File: config.mk
export PLATFORM = sky130hd
export DESIGN_NAME = readTracker
export DESIGN_NICKNAME = d
export VERILOG_FILES = /design/src/hw/trackerPkg.sv /design/src/hw/tagHeap.sv /design/src/hw/reqDecode.sv /design/src/hw/rspResult.sv /design/src/hw/readTracker.sv
export SDC_FILE = /design/constraint.sdc
export NUM_CORES = 1
export LEC_CHECK = 0
export ABC_AREA = 1
export BUFFER_PORTS_ARGS = -buffer_cell sky130_fd_sc_hd__buf_4
export CAP_MARGIN = 20
export CORE_MARGIN = 2
export CORE_UTILIZATION = 50
export DETAILED_ROUTE_END_ITERATION = 10
export PLACE_DENSITY = 0.79
export SETUP_SLACK_MARGIN = 0.4
export SLEW_MARGIN = 20
export SYNTH_ARGS = -nofsm -noshare
export SYNTH_HDL_FRONTEND = slang
export SYNTH_HIERARCHICAL = 1
export SYNTH_SLANG_ARGS = --single-unit
File: constraint.sdc
create_clock -name clk -period 5 [get_ports clk]
set_input_delay 0.5 -clock clk [delete_from_list [all_inputs] [get_ports clk]]
set_output_delay 0.5 -clock clk [all_outputs]
set_load 0.05 [all_outputs]
File: src/hw/trackerPkg.sv
// Shared widths, depths and types for the out-of-order read tracker
// Every RTL and testbench file refers to these by scoped name

package trackerPkg;

    // ======================================================================
    // Sizes
    // ======================================================================

    // Heap slots, also the limit on outstanding memory requests
    localparam int HEAP_ENTRIES = 16;

    // Free slots needed at the allocation pointer before the heap is not-full
    localparam int MIN_FREE_SLOTS = 1;

    // Request FIFO depth, also the host credit count after reset
    localparam int REQ_FIFO_DEPTH = 4;

    // Memory input slots, also the memory credit count after reset
    localparam int MEM_CREDITS = 2;

    // ======================================================================
    // Types
    // ======================================================================

    typedef logic [15:0] addrT;
    typedef logic [7:0] userTagT;
    typedef logic [$clog2(HEAP_ENTRIES)-1:0] memTagT;
    typedef logic [31:0] dataT;

    // Heap entry, user tag in the upper bits and address in the lower bits
    typedef logic [$bits(userTagT)+$bits(addrT)-1:0] metaT;

    // Bit position where the user tag starts inside a metaT
    localparam int META_TAG_LSB = $bits(addrT);

    typedef logic [$clog2(REQ_FIFO_DEPTH)-1:0] fifoPtrT;

    // One spare bit above what MEM_CREDITS needs
    typedef logic [$clog2(MEM_CREDITS+1):0] memCreditT;

endpackage

File: src/hw/tagHeap.sv
// Round-robin metadata heap for outstanding reads, indexed by memory tag
// Allocation writes the entry, reads return one cycle later, free releases the slot

`timescale 1ns/100ps

module tagHeap
(
    input  logic                clk,
    input  logic                resetb,

    // Allocation port
    input  logic                alloc,
    input  trackerPkg::metaT    allocMeta,
    output logic                notFull,
    output trackerPkg::memTagT  allocIdx,

    // Lookup port, data valid the cycle after readIdx
    input  trackerPkg::memTagT  readIdx,
    output trackerPkg::metaT    readMeta,

    // Release port
    input  logic                free,
    input  trackerPkg::memTagT  freeIdx
);

    // One bit per slot, set while the slot is free
    logic [trackerPkg::HEAP_ENTRIES-1:0] notBusy;

    // Next slot handed out
    trackerPkg::memTagT nextAlloc;

    // Low bits of notBusy appended above the top so the window never wraps
    logic [trackerPkg::MIN_FREE_SLOTS+trackerPkg::HEAP_ENTRIES-1:0] notBusyRepl;

    // Metadata storage
    trackerPkg::metaT heapMem [trackerPkg::HEAP_ENTRIES];

    assign allocIdx = nextAlloc;

    // ======================================================================
    // Allocation pointer and not-full window
    // ======================================================================

    assign notBusyRepl = {notBusy[trackerPkg::MIN_FREE_SLOTS-1:0], notBusy};

    // Every slot in the window starting at the pointer must be free
    assign notFull = &notBusyRepl[nextAlloc +: trackerPkg::MIN_FREE_SLOTS];

    always_ff @(posedge clk)
    begin
        if (!resetb)
        begin
            nextAlloc <= '0;
        end
        else if (alloc)
        begin
            // Step round robin, wrap after the last slot
            if (nextAlloc == trackerPkg::memTagT'(trackerPkg::HEAP_ENTRIES - 1))
            begin
                nextAlloc <= '0;
            end
            else
            begin
                nextAlloc <= nextAlloc + 1'b1;
            end
        end
    end

    // ======================================================================
    // Slot state
    // ======================================================================

    always_ff @(posedge clk)
    begin
        if (!resetb)
        begin
            notBusy <= '1;
        end
        else
        begin
            // Claimed slot becomes busy
            if (alloc)
            begin
                notBusy[nextAlloc] <= 1'b0;
            end
            // Released slot; never the same slot as a claim in one cycle
            if (free)
            begin
                notBusy[freeIdx] <= 1'b1;
            end
        end
    end

    // ======================================================================
    // Storage
    // ======================================================================

    always_ff @(posedge clk)
    begin
        // Registered lookup
        readMeta <= heapMem[readIdx];

        // Entry written when the slot is claimed
        if (alloc)
        begin
            heapMem[nextAlloc] <= allocMeta;
        end
    end

endmodule

File: src/hw/reqDecode.sv
// Request side of the tracker: host request FIFO, credits, heap allocation
// Issues the FIFO head to memory when a heap slot and a memory credit are free

`timescale 1ns/100ps

module reqDecode
(
    input  logic                clk,
    input  logic                resetb,

    // Host request channel
    input  logic                hostReqValid,
    input  trackerPkg::addrT    hostReqAddr,
    input  trackerPkg::userTagT hostReqUserTag,
    output logic                hostReqCredit,

    // Memory request channel
    output logic                memReqValid,
    output trackerPkg::addrT    memReqAddr,
    output trackerPkg::memTagT  memReqTag,
    input  logic                memReqCredit,

    // Heap allocation port
    input  logic                heapNotFull,
    input  trackerPkg::memTagT  heapAllocIdx,
    output logic                heapAlloc,
    output trackerPkg::metaT    heapAllocMeta
);

    // FIFO storage, entries packed as {user tag, address}
    trackerPkg::metaT fifoMem [trackerPkg::REQ_FIFO_DEPTH];

    trackerPkg::fifoPtrT wrPtr;
    trackerPkg::fifoPtrT rdPtr;

    // Occupancy, one bit wider than a pointer to hold a full count
    logic [$bits(trackerPkg::fifoPtrT):0] fifoCount;

    // Memory credits still held
    trackerPkg::memCreditT memCredits;

    logic fifoEmpty;
    logic issue;

    // ======================================================================
    // Issue decision
    // ======================================================================

    assign fifoEmpty = (fifoCount == '0);

    // Head leaves when a slot is free and memory has room
    assign issue = !fifoEmpty && heapNotFull && (memCredits != '0);

    // Heap claims the slot on the same edge the memory request is loaded
    assign heapAlloc = issue;
    assign heapAllocMeta = fifoMem[rdPtr];

    // ======================================================================
    // Request FIFO
    // ======================================================================

    // Host never sends without a credit, so a write never finds the FIFO full
    always_ff @(posedge clk)
    begin
        if (hostReqValid)
        begin
            fifoMem[wrPtr] <= {hostReqUserTag, hostReqAddr};
        end
    end

    // Depth is a power of two, pointers wrap on their own
    always_ff @(posedge clk)
    begin
        if (!resetb)
        begin
            wrPtr <= '0;
            rdPtr <= '0;
            fifoCount <= '0;
        end
        else
        begin
            if (hostReqValid)
            begin
                wrPtr <= wrPtr + 1'b1;
            end
            if (issue)
            begin
                rdPtr <= rdPtr + 1'b1;
            end
            // Push and pop together leave the count unchanged
            fifoCount <= fifoCount + hostReqValid - issue;
        end
    end

    // ======================================================================
    // Memory credits and request registers
    // ======================================================================

    always_ff @(posedge clk)
    begin
        if (!resetb)
        begin
            memCredits <= trackerPkg::memCreditT'(trackerPkg::MEM_CREDITS);
            memReqValid <= 1'b0;
            hostReqCredit <= 1'b0;
        end
        else
        begin
            // Spend on issue, refill on return, both may land in one cycle
            memCredits <= memCredits - issue + memReqCredit;
            memReqValid <= issue;
            // FIFO slot freed, give the host its credit back
            hostReqCredit <= issue;
        end
    end

    // Payload, only meaningful while memReqValid is high
    always_ff @(posedge clk)
    begin
        if (issue)
        begin
            memReqAddr <= fifoMem[rdPtr][trackerPkg::META_TAG_LSB-1:0];
            memReqTag <= heapAllocIdx;
        end
    end

endmodule

File: src/hw/rspResult.sv
// Response side of the tracker: metadata lookup by memory tag and host return
// Host response follows the memory response by exactly one cycle

`timescale 1ns/100ps

module rspResult
(
    input  logic                clk,
    input  logic                resetb,

    // Memory response channel
    input  logic                memRspValid,
    input  trackerPkg::memTagT  memRspTag,
    input  trackerPkg::dataT    memRspData,

    // Heap lookup and release
    output trackerPkg::memTagT  heapReadIdx,
    input  trackerPkg::metaT    heapReadMeta,
    output logic                heapFree,
    output trackerPkg::memTagT  heapFreeIdx,

    // Host response channel
    output logic                hostRspValid,
    output trackerPkg::addrT    hostRspAddr,
    output trackerPkg::userTagT hostRspUserTag,
    output trackerPkg::dataT    hostRspData
);

    // Response held while the heap lookup is in flight
    logic               rspValidQ;
    trackerPkg::memTagT rspTagQ;
    trackerPkg::dataT   rspDataQ;

    // ======================================================================
    // Lookup stage
    // ======================================================================

    // Tag goes straight to the heap, metadata comes back next cycle
    assign heapReadIdx = memRspTag;

    always_ff @(posedge clk)
    begin
        if (!resetb)
        begin
            rspValidQ <= 1'b0;
        end
        else
        begin
            rspValidQ <= memRspValid;
        end
    end

    // New response accepted every cycle, no stall
    always_ff @(posedge clk)
    begin
        rspTagQ <= memRspTag;
        rspDataQ <= memRspData;
    end

    // ======================================================================
    // Return stage
    // ======================================================================

    assign hostRspValid = rspValidQ;

    // Split the entry back into its fields
    assign hostRspAddr = heapReadMeta[trackerPkg::META_TAG_LSB-1:0];
    assign hostRspUserTag = heapReadMeta[trackerPkg::META_TAG_LSB +: $bits(trackerPkg::userTagT)];

    assign hostRspData = rspDataQ;

    // Slot released as the response leaves
    assign heapFree = rspValidQ;
    assign heapFreeIdx = rspTagQ;

endmodule

File: src/hw/readTracker.sv
// Top level of the out-of-order read tracker
// Decode stage issues requests, heap holds metadata, result stage answers the host

`timescale 1ns/100ps

module readTracker
(
    input  logic                clk,
    input  logic                resetb,

    // Host request channel
    input  logic                hostReqValid,
    input  trackerPkg::addrT    hostReqAddr,
    input  trackerPkg::userTagT hostReqUserTag,
    output logic                hostReqCredit,

    // Memory request channel
    output logic                memReqValid,
    output trackerPkg::addrT    memReqAddr,
    output trackerPkg::memTagT  memReqTag,
    input  logic                memReqCredit,

    // Memory response channel
    input  logic                memRspValid,
    input  trackerPkg::memTagT  memRspTag,
    input  trackerPkg::dataT    memRspData,

    // Host response channel
    output logic                hostRspValid,
    output trackerPkg::addrT    hostRspAddr,
    output trackerPkg::userTagT hostRspUserTag,
    output trackerPkg::dataT    hostRspData
);

    // Allocation side of the heap
    logic               heapNotFull;
    trackerPkg::memTagT heapAllocIdx;
    logic               heapAlloc;
    trackerPkg::metaT   heapAllocMeta;

    // Lookup and release side of the heap
    trackerPkg::memTagT heapReadIdx;
    trackerPkg::metaT   heapReadMeta;
    logic               heapFree;
    trackerPkg::memTagT heapFreeIdx;

    // ======================================================================
    // Request path
    // ======================================================================

    reqDecode u_reqDecode
    (
        .clk            (clk),
        .resetb         (resetb),
        .hostReqValid   (hostReqValid),
        .hostReqAddr    (hostReqAddr),
        .hostReqUserTag (hostReqUserTag),
        .hostReqCredit  (hostReqCredit),
        .memReqValid    (memReqValid),
        .memReqAddr     (memReqAddr),
        .memReqTag      (memReqTag),
        .memReqCredit   (memReqCredit),
        .heapNotFull    (heapNotFull),
        .heapAllocIdx   (heapAllocIdx),
        .heapAlloc      (heapAlloc),
        .heapAllocMeta  (heapAllocMeta)
    );

    // Metadata store, slot index doubles as the memory tag
    tagHeap u_tagHeap
    (
        .clk       (clk),
        .resetb    (resetb),
        .alloc     (heapAlloc),
        .allocMeta (heapAllocMeta),
        .notFull   (heapNotFull),
        .allocIdx  (heapAllocIdx),
        .readIdx   (heapReadIdx),
        .readMeta  (heapReadMeta),
        .free      (heapFree),
        .freeIdx   (heapFreeIdx)
    );

    // ======================================================================
    // Response path
    // ======================================================================

    rspResult u_rspResult
    (
        .clk            (clk),
        .resetb         (resetb),
        .memRspValid    (memRspValid),
        .memRspTag      (memRspTag),
        .memRspData     (memRspData),
        .heapReadIdx    (heapReadIdx),
        .heapReadMeta   (heapReadMeta),
        .heapFree       (heapFree),
        .heapFreeIdx    (heapFreeIdx),
        .hostRspValid   (hostRspValid),
        .hostRspAddr    (hostRspAddr),
        .hostRspUserTag (hostRspUserTag),
        .hostRspData    (hostRspData)
    );

endmodule

==> metrics.txt <==
all-layer global routing usage=0.2197; setup bufs post-CTS=0; CP arrival=4.16 ns; Rows=80; die width=222.5 µm; Max Freq=273.8 MHz; die area=~50000 µm²; Max Cap Viol=0; Clk Latency, worst-skew pair=0.63 ns; Yosys cell types=27; Cell Chain, Critical Path=clkinv_1 -> nand2_1 -> nand3_1 -> nand2_1 -> nand2_1 -> nand2_1 -> inv_1 -> nand2_1 -> nand3_2 -> inv_2 -> nand2_1 -> o21ai_1 -> ha_1 -> inv_1 -> fa_1 -> xor2_1 -> o21ai_0 -> a21oi_1; Worst-path clk slew=0.07 ns; vias=around 16000; post-CTS sizing=0; endpoints failing setup=0; Worst Hold Class=in2reg; drt total wl=54610 µm; vias in the first global route=15410; Post-synth ARST share=0; layout cells sized above 1=0.1383; root buffer cell=clkbuf_16; fin crit period=roughly 3.7 ns; CP startpoint kind=flip-flop; actual slew at the worst max-slew pin=1.068 ns; max incr delay on CP=around 0.63 ns; die height=about 220 µm; first-pass GRT wire length=84580 µm; final global-route overflow total=0; Syn Nets=~2200; Gate Count Post-Synth=2145; top_reg_cell synth=edfxtp_1; cell area power density=~500 nW/µm²; largest net degree at the start of global routing=194; VDD IR max=497.3 µV; CP top delay family=buffers and inverters; Post-Synth Adder-Cell Area=0.006919; post-synth top area share=0.6290; RSZ-0062 raised after global routing=false; area leader, netlist=edfxtp_1; Post-Synth XOR/XNOR Area=0.001101; initial antenna violation count=1; number of iterations in the first detailed-routing pass=5; GPL Wtd Cong=between 0.8 and 0.9; clk buf depth=3; simple-gate share of the synthesized area=0.1685; Crit. End Element=flip-flop; Final #Nets=2359; #FFs+latches synth=594; status=complete, no violations; crit path buf inv count=4; Fin Setup TNS=0 ns; drt drc=0; Post-CTS Hold Buffers=32; routed length per instance=around 19 µm; Core Area=47450 µm²; largest cells by area after synthesis=edfxtp_1, nand2_1, dfxtp_1; final setup margin=about 1.3 ns; average cell area after synthesis=11.13 µm²; dpl ws=~1.4 ns; initial core utilization=0.5031; DRC marker count from the first detailed-route iteration=1648; Detail Route Antenna Nets=0; port bufs=approximately 140; # diodes=0; CTS tree=done; top-count cell post-synth=nand2_1; Final Hold Viols=0; complex-gate fraction of the synthesized area=0.03056; synth cell count leaders=nand2_1, edfxtp_1, inv_1; Slew Limit Fails=0; vias per inst=around 5.3; post-synthesis mux area share=0; period utilisation layout=0.7306; Worst Path Max Fanout=31; Num CTS Buffers=59; Slowest-stage cell, CP=dfxtp_1; Syn-to-layout area delta=15.38%; CP Class=reg2reg; I/O pin cnt=144; post-synthesis sequential area ratio=0.7078; PnR Total Power=roughly 14 mW; CP required=5.51 ns; clock skew=approximately 0.029 ns; Sink Count=594; H-Tree Depth=2; Top cell by count, worst path=nand2_1; hold slack=roughly 0.066 ns; EDFF count, synth=500; Pleak=around 12 nW; number of fill cells=between 3000 and 4000; DP Wirelength=32460 µm; largest family of logic cells by synthesized area=simple AND/OR/NAND/NOR gates; Post-Synthesis Cell Area=roughly 24000 µm²; Max-Slew Margin vs Limit=0.2836; Yosys Warn Count=6
## stage by stage
stage	utilization	std cells	area, µm²
after floorplan	-	2145	23870
after global placement	0.5328	2803	25280
after detailed placement	0.5328	2803	25280
after CTS	0.5801	2943	27520
after global routing	0.5805	2944	27540
final	0.5805	2944	27540
## power by group
group | switching, mW | internal (mW)
Combinational | 2.24 | 0.634
Sequential | 0.167 | 6.49
Clock | 1.87 | 2.53
Total | 4.28 | 9.65
## final timing paths
| check | startpoint | endpoint | slack, ns | cells past startpoint |
|---|---|---|---|---|
| worst min-delay path | hostReqAddr[6] | u_reqDecode/fifoMem[3][6] | 0.07 | 1 |
| worst max register to register | u_tagHeap/allocIdx[0] | u_reqDecode/memCredits[2] | 1.35 | 18 |
| worst max-delay path | u_tagHeap/allocIdx[0] | u_reqDecode/memCredits[2] | 1.35 | 18 |
| worst min register to register | u_reqDecode/fifoCount[2] | u_reqDecode/fifoCount[2] | 0.47 | 1 |
## cell type report
type / count / area [µm²] / area share
clock buffer: 65 / 1499 / 0.05442
clock inverter: 43 / 425.4 / 0.01545
inverter: 350 / 1316 / 0.04779
multi-input combinational: 1073 / 4987 / 0.1811
sequential: 594 / 16900 / 0.6135
tap: 615 / 769.5 / 0.02794
timing repair buffer: 204 / 1648 / 0.05983
## kinds of logic after synthesis
kind of cell,after synthesis
buf+inv,478
xor+xnor,3
flops,594
simple gates,953
fa+ha+maj,12
compound gates,105
## metal layers
layer | up-vias | share of wire | track usage | wire, µm
li1 | 7281 | - | - | -
met1 | 7573 | 0.40 | 0.2943 | 21660
met2 | 772 | 0.49 | 0.3614 | 26790
met3 | 84 | 0.089 | 0.04337 | 4856
met4 | 0 | 0.024 | 0.07404 | 1293
met5 | - | 0 | 0 | 0
## worst reg2reg max path, cell delays in order, from the launching register on
cell and delay [ns]:
dfxtp_1 0.63, clkinv_1 0.43, nand2_1 0.18, nand3_1 0.09, nand2_1 0.08, nand2_1 0.05, nand2_1 0.05, inv_1 0.03
nand2_1 0.11, nand3_2 0.15, inv_2 0.50, nand2_1 0.17, o21ai_1 0.12, ha_1 0.16, inv_1 0.05, fa_1 0.37
xor2_1 0.16, o21ai_0 0.15, a21oi_1 0.06
## placed cells by master, fill, tap and decap left out, types with 21 or more instances in the layout
| master | n |
|---|---|
| o22ai_2 | 21 |
| nand3_1 | 311 |
| o21ai_0 | 50 |
| dfxtp_1 | 94 |
| dlygate4sd3_1 | 32 |
| nor2_2 | 35 |
| buf_4 | 168 |
| nand2_1 | 566 |
| edfxtp_1 | 500 |
| inv_1 | 342 |
| clkbuf_16 | 59 |
| nor2_1 | 40 |
## registers in the layout, summed over array words and instances, names as in the netlist, named ones only
register	count
u_tagHeap/heapMem	384
u_reqDecode/fifoMem	96
u_rspResult/hostRspData	32
u_tagHeap/readMeta	24
u_reqDecode/memReqAddr	16
u_tagHeap/notBusy	16
u_reqDecode/memReqTag	4
u_rspResult/heapFreeIdx	4
u_tagHeap/allocIdx	4
u_reqDecode/fifoCount	3
u_reqDecode/memCredits	3
u_reqDecode/rdPtr	2
u_reqDecode/wrPtr	2
u_reqDecode/memReqValid	1
u_rspResult/heapFree	1
Power figures use the tool's default switching activity.
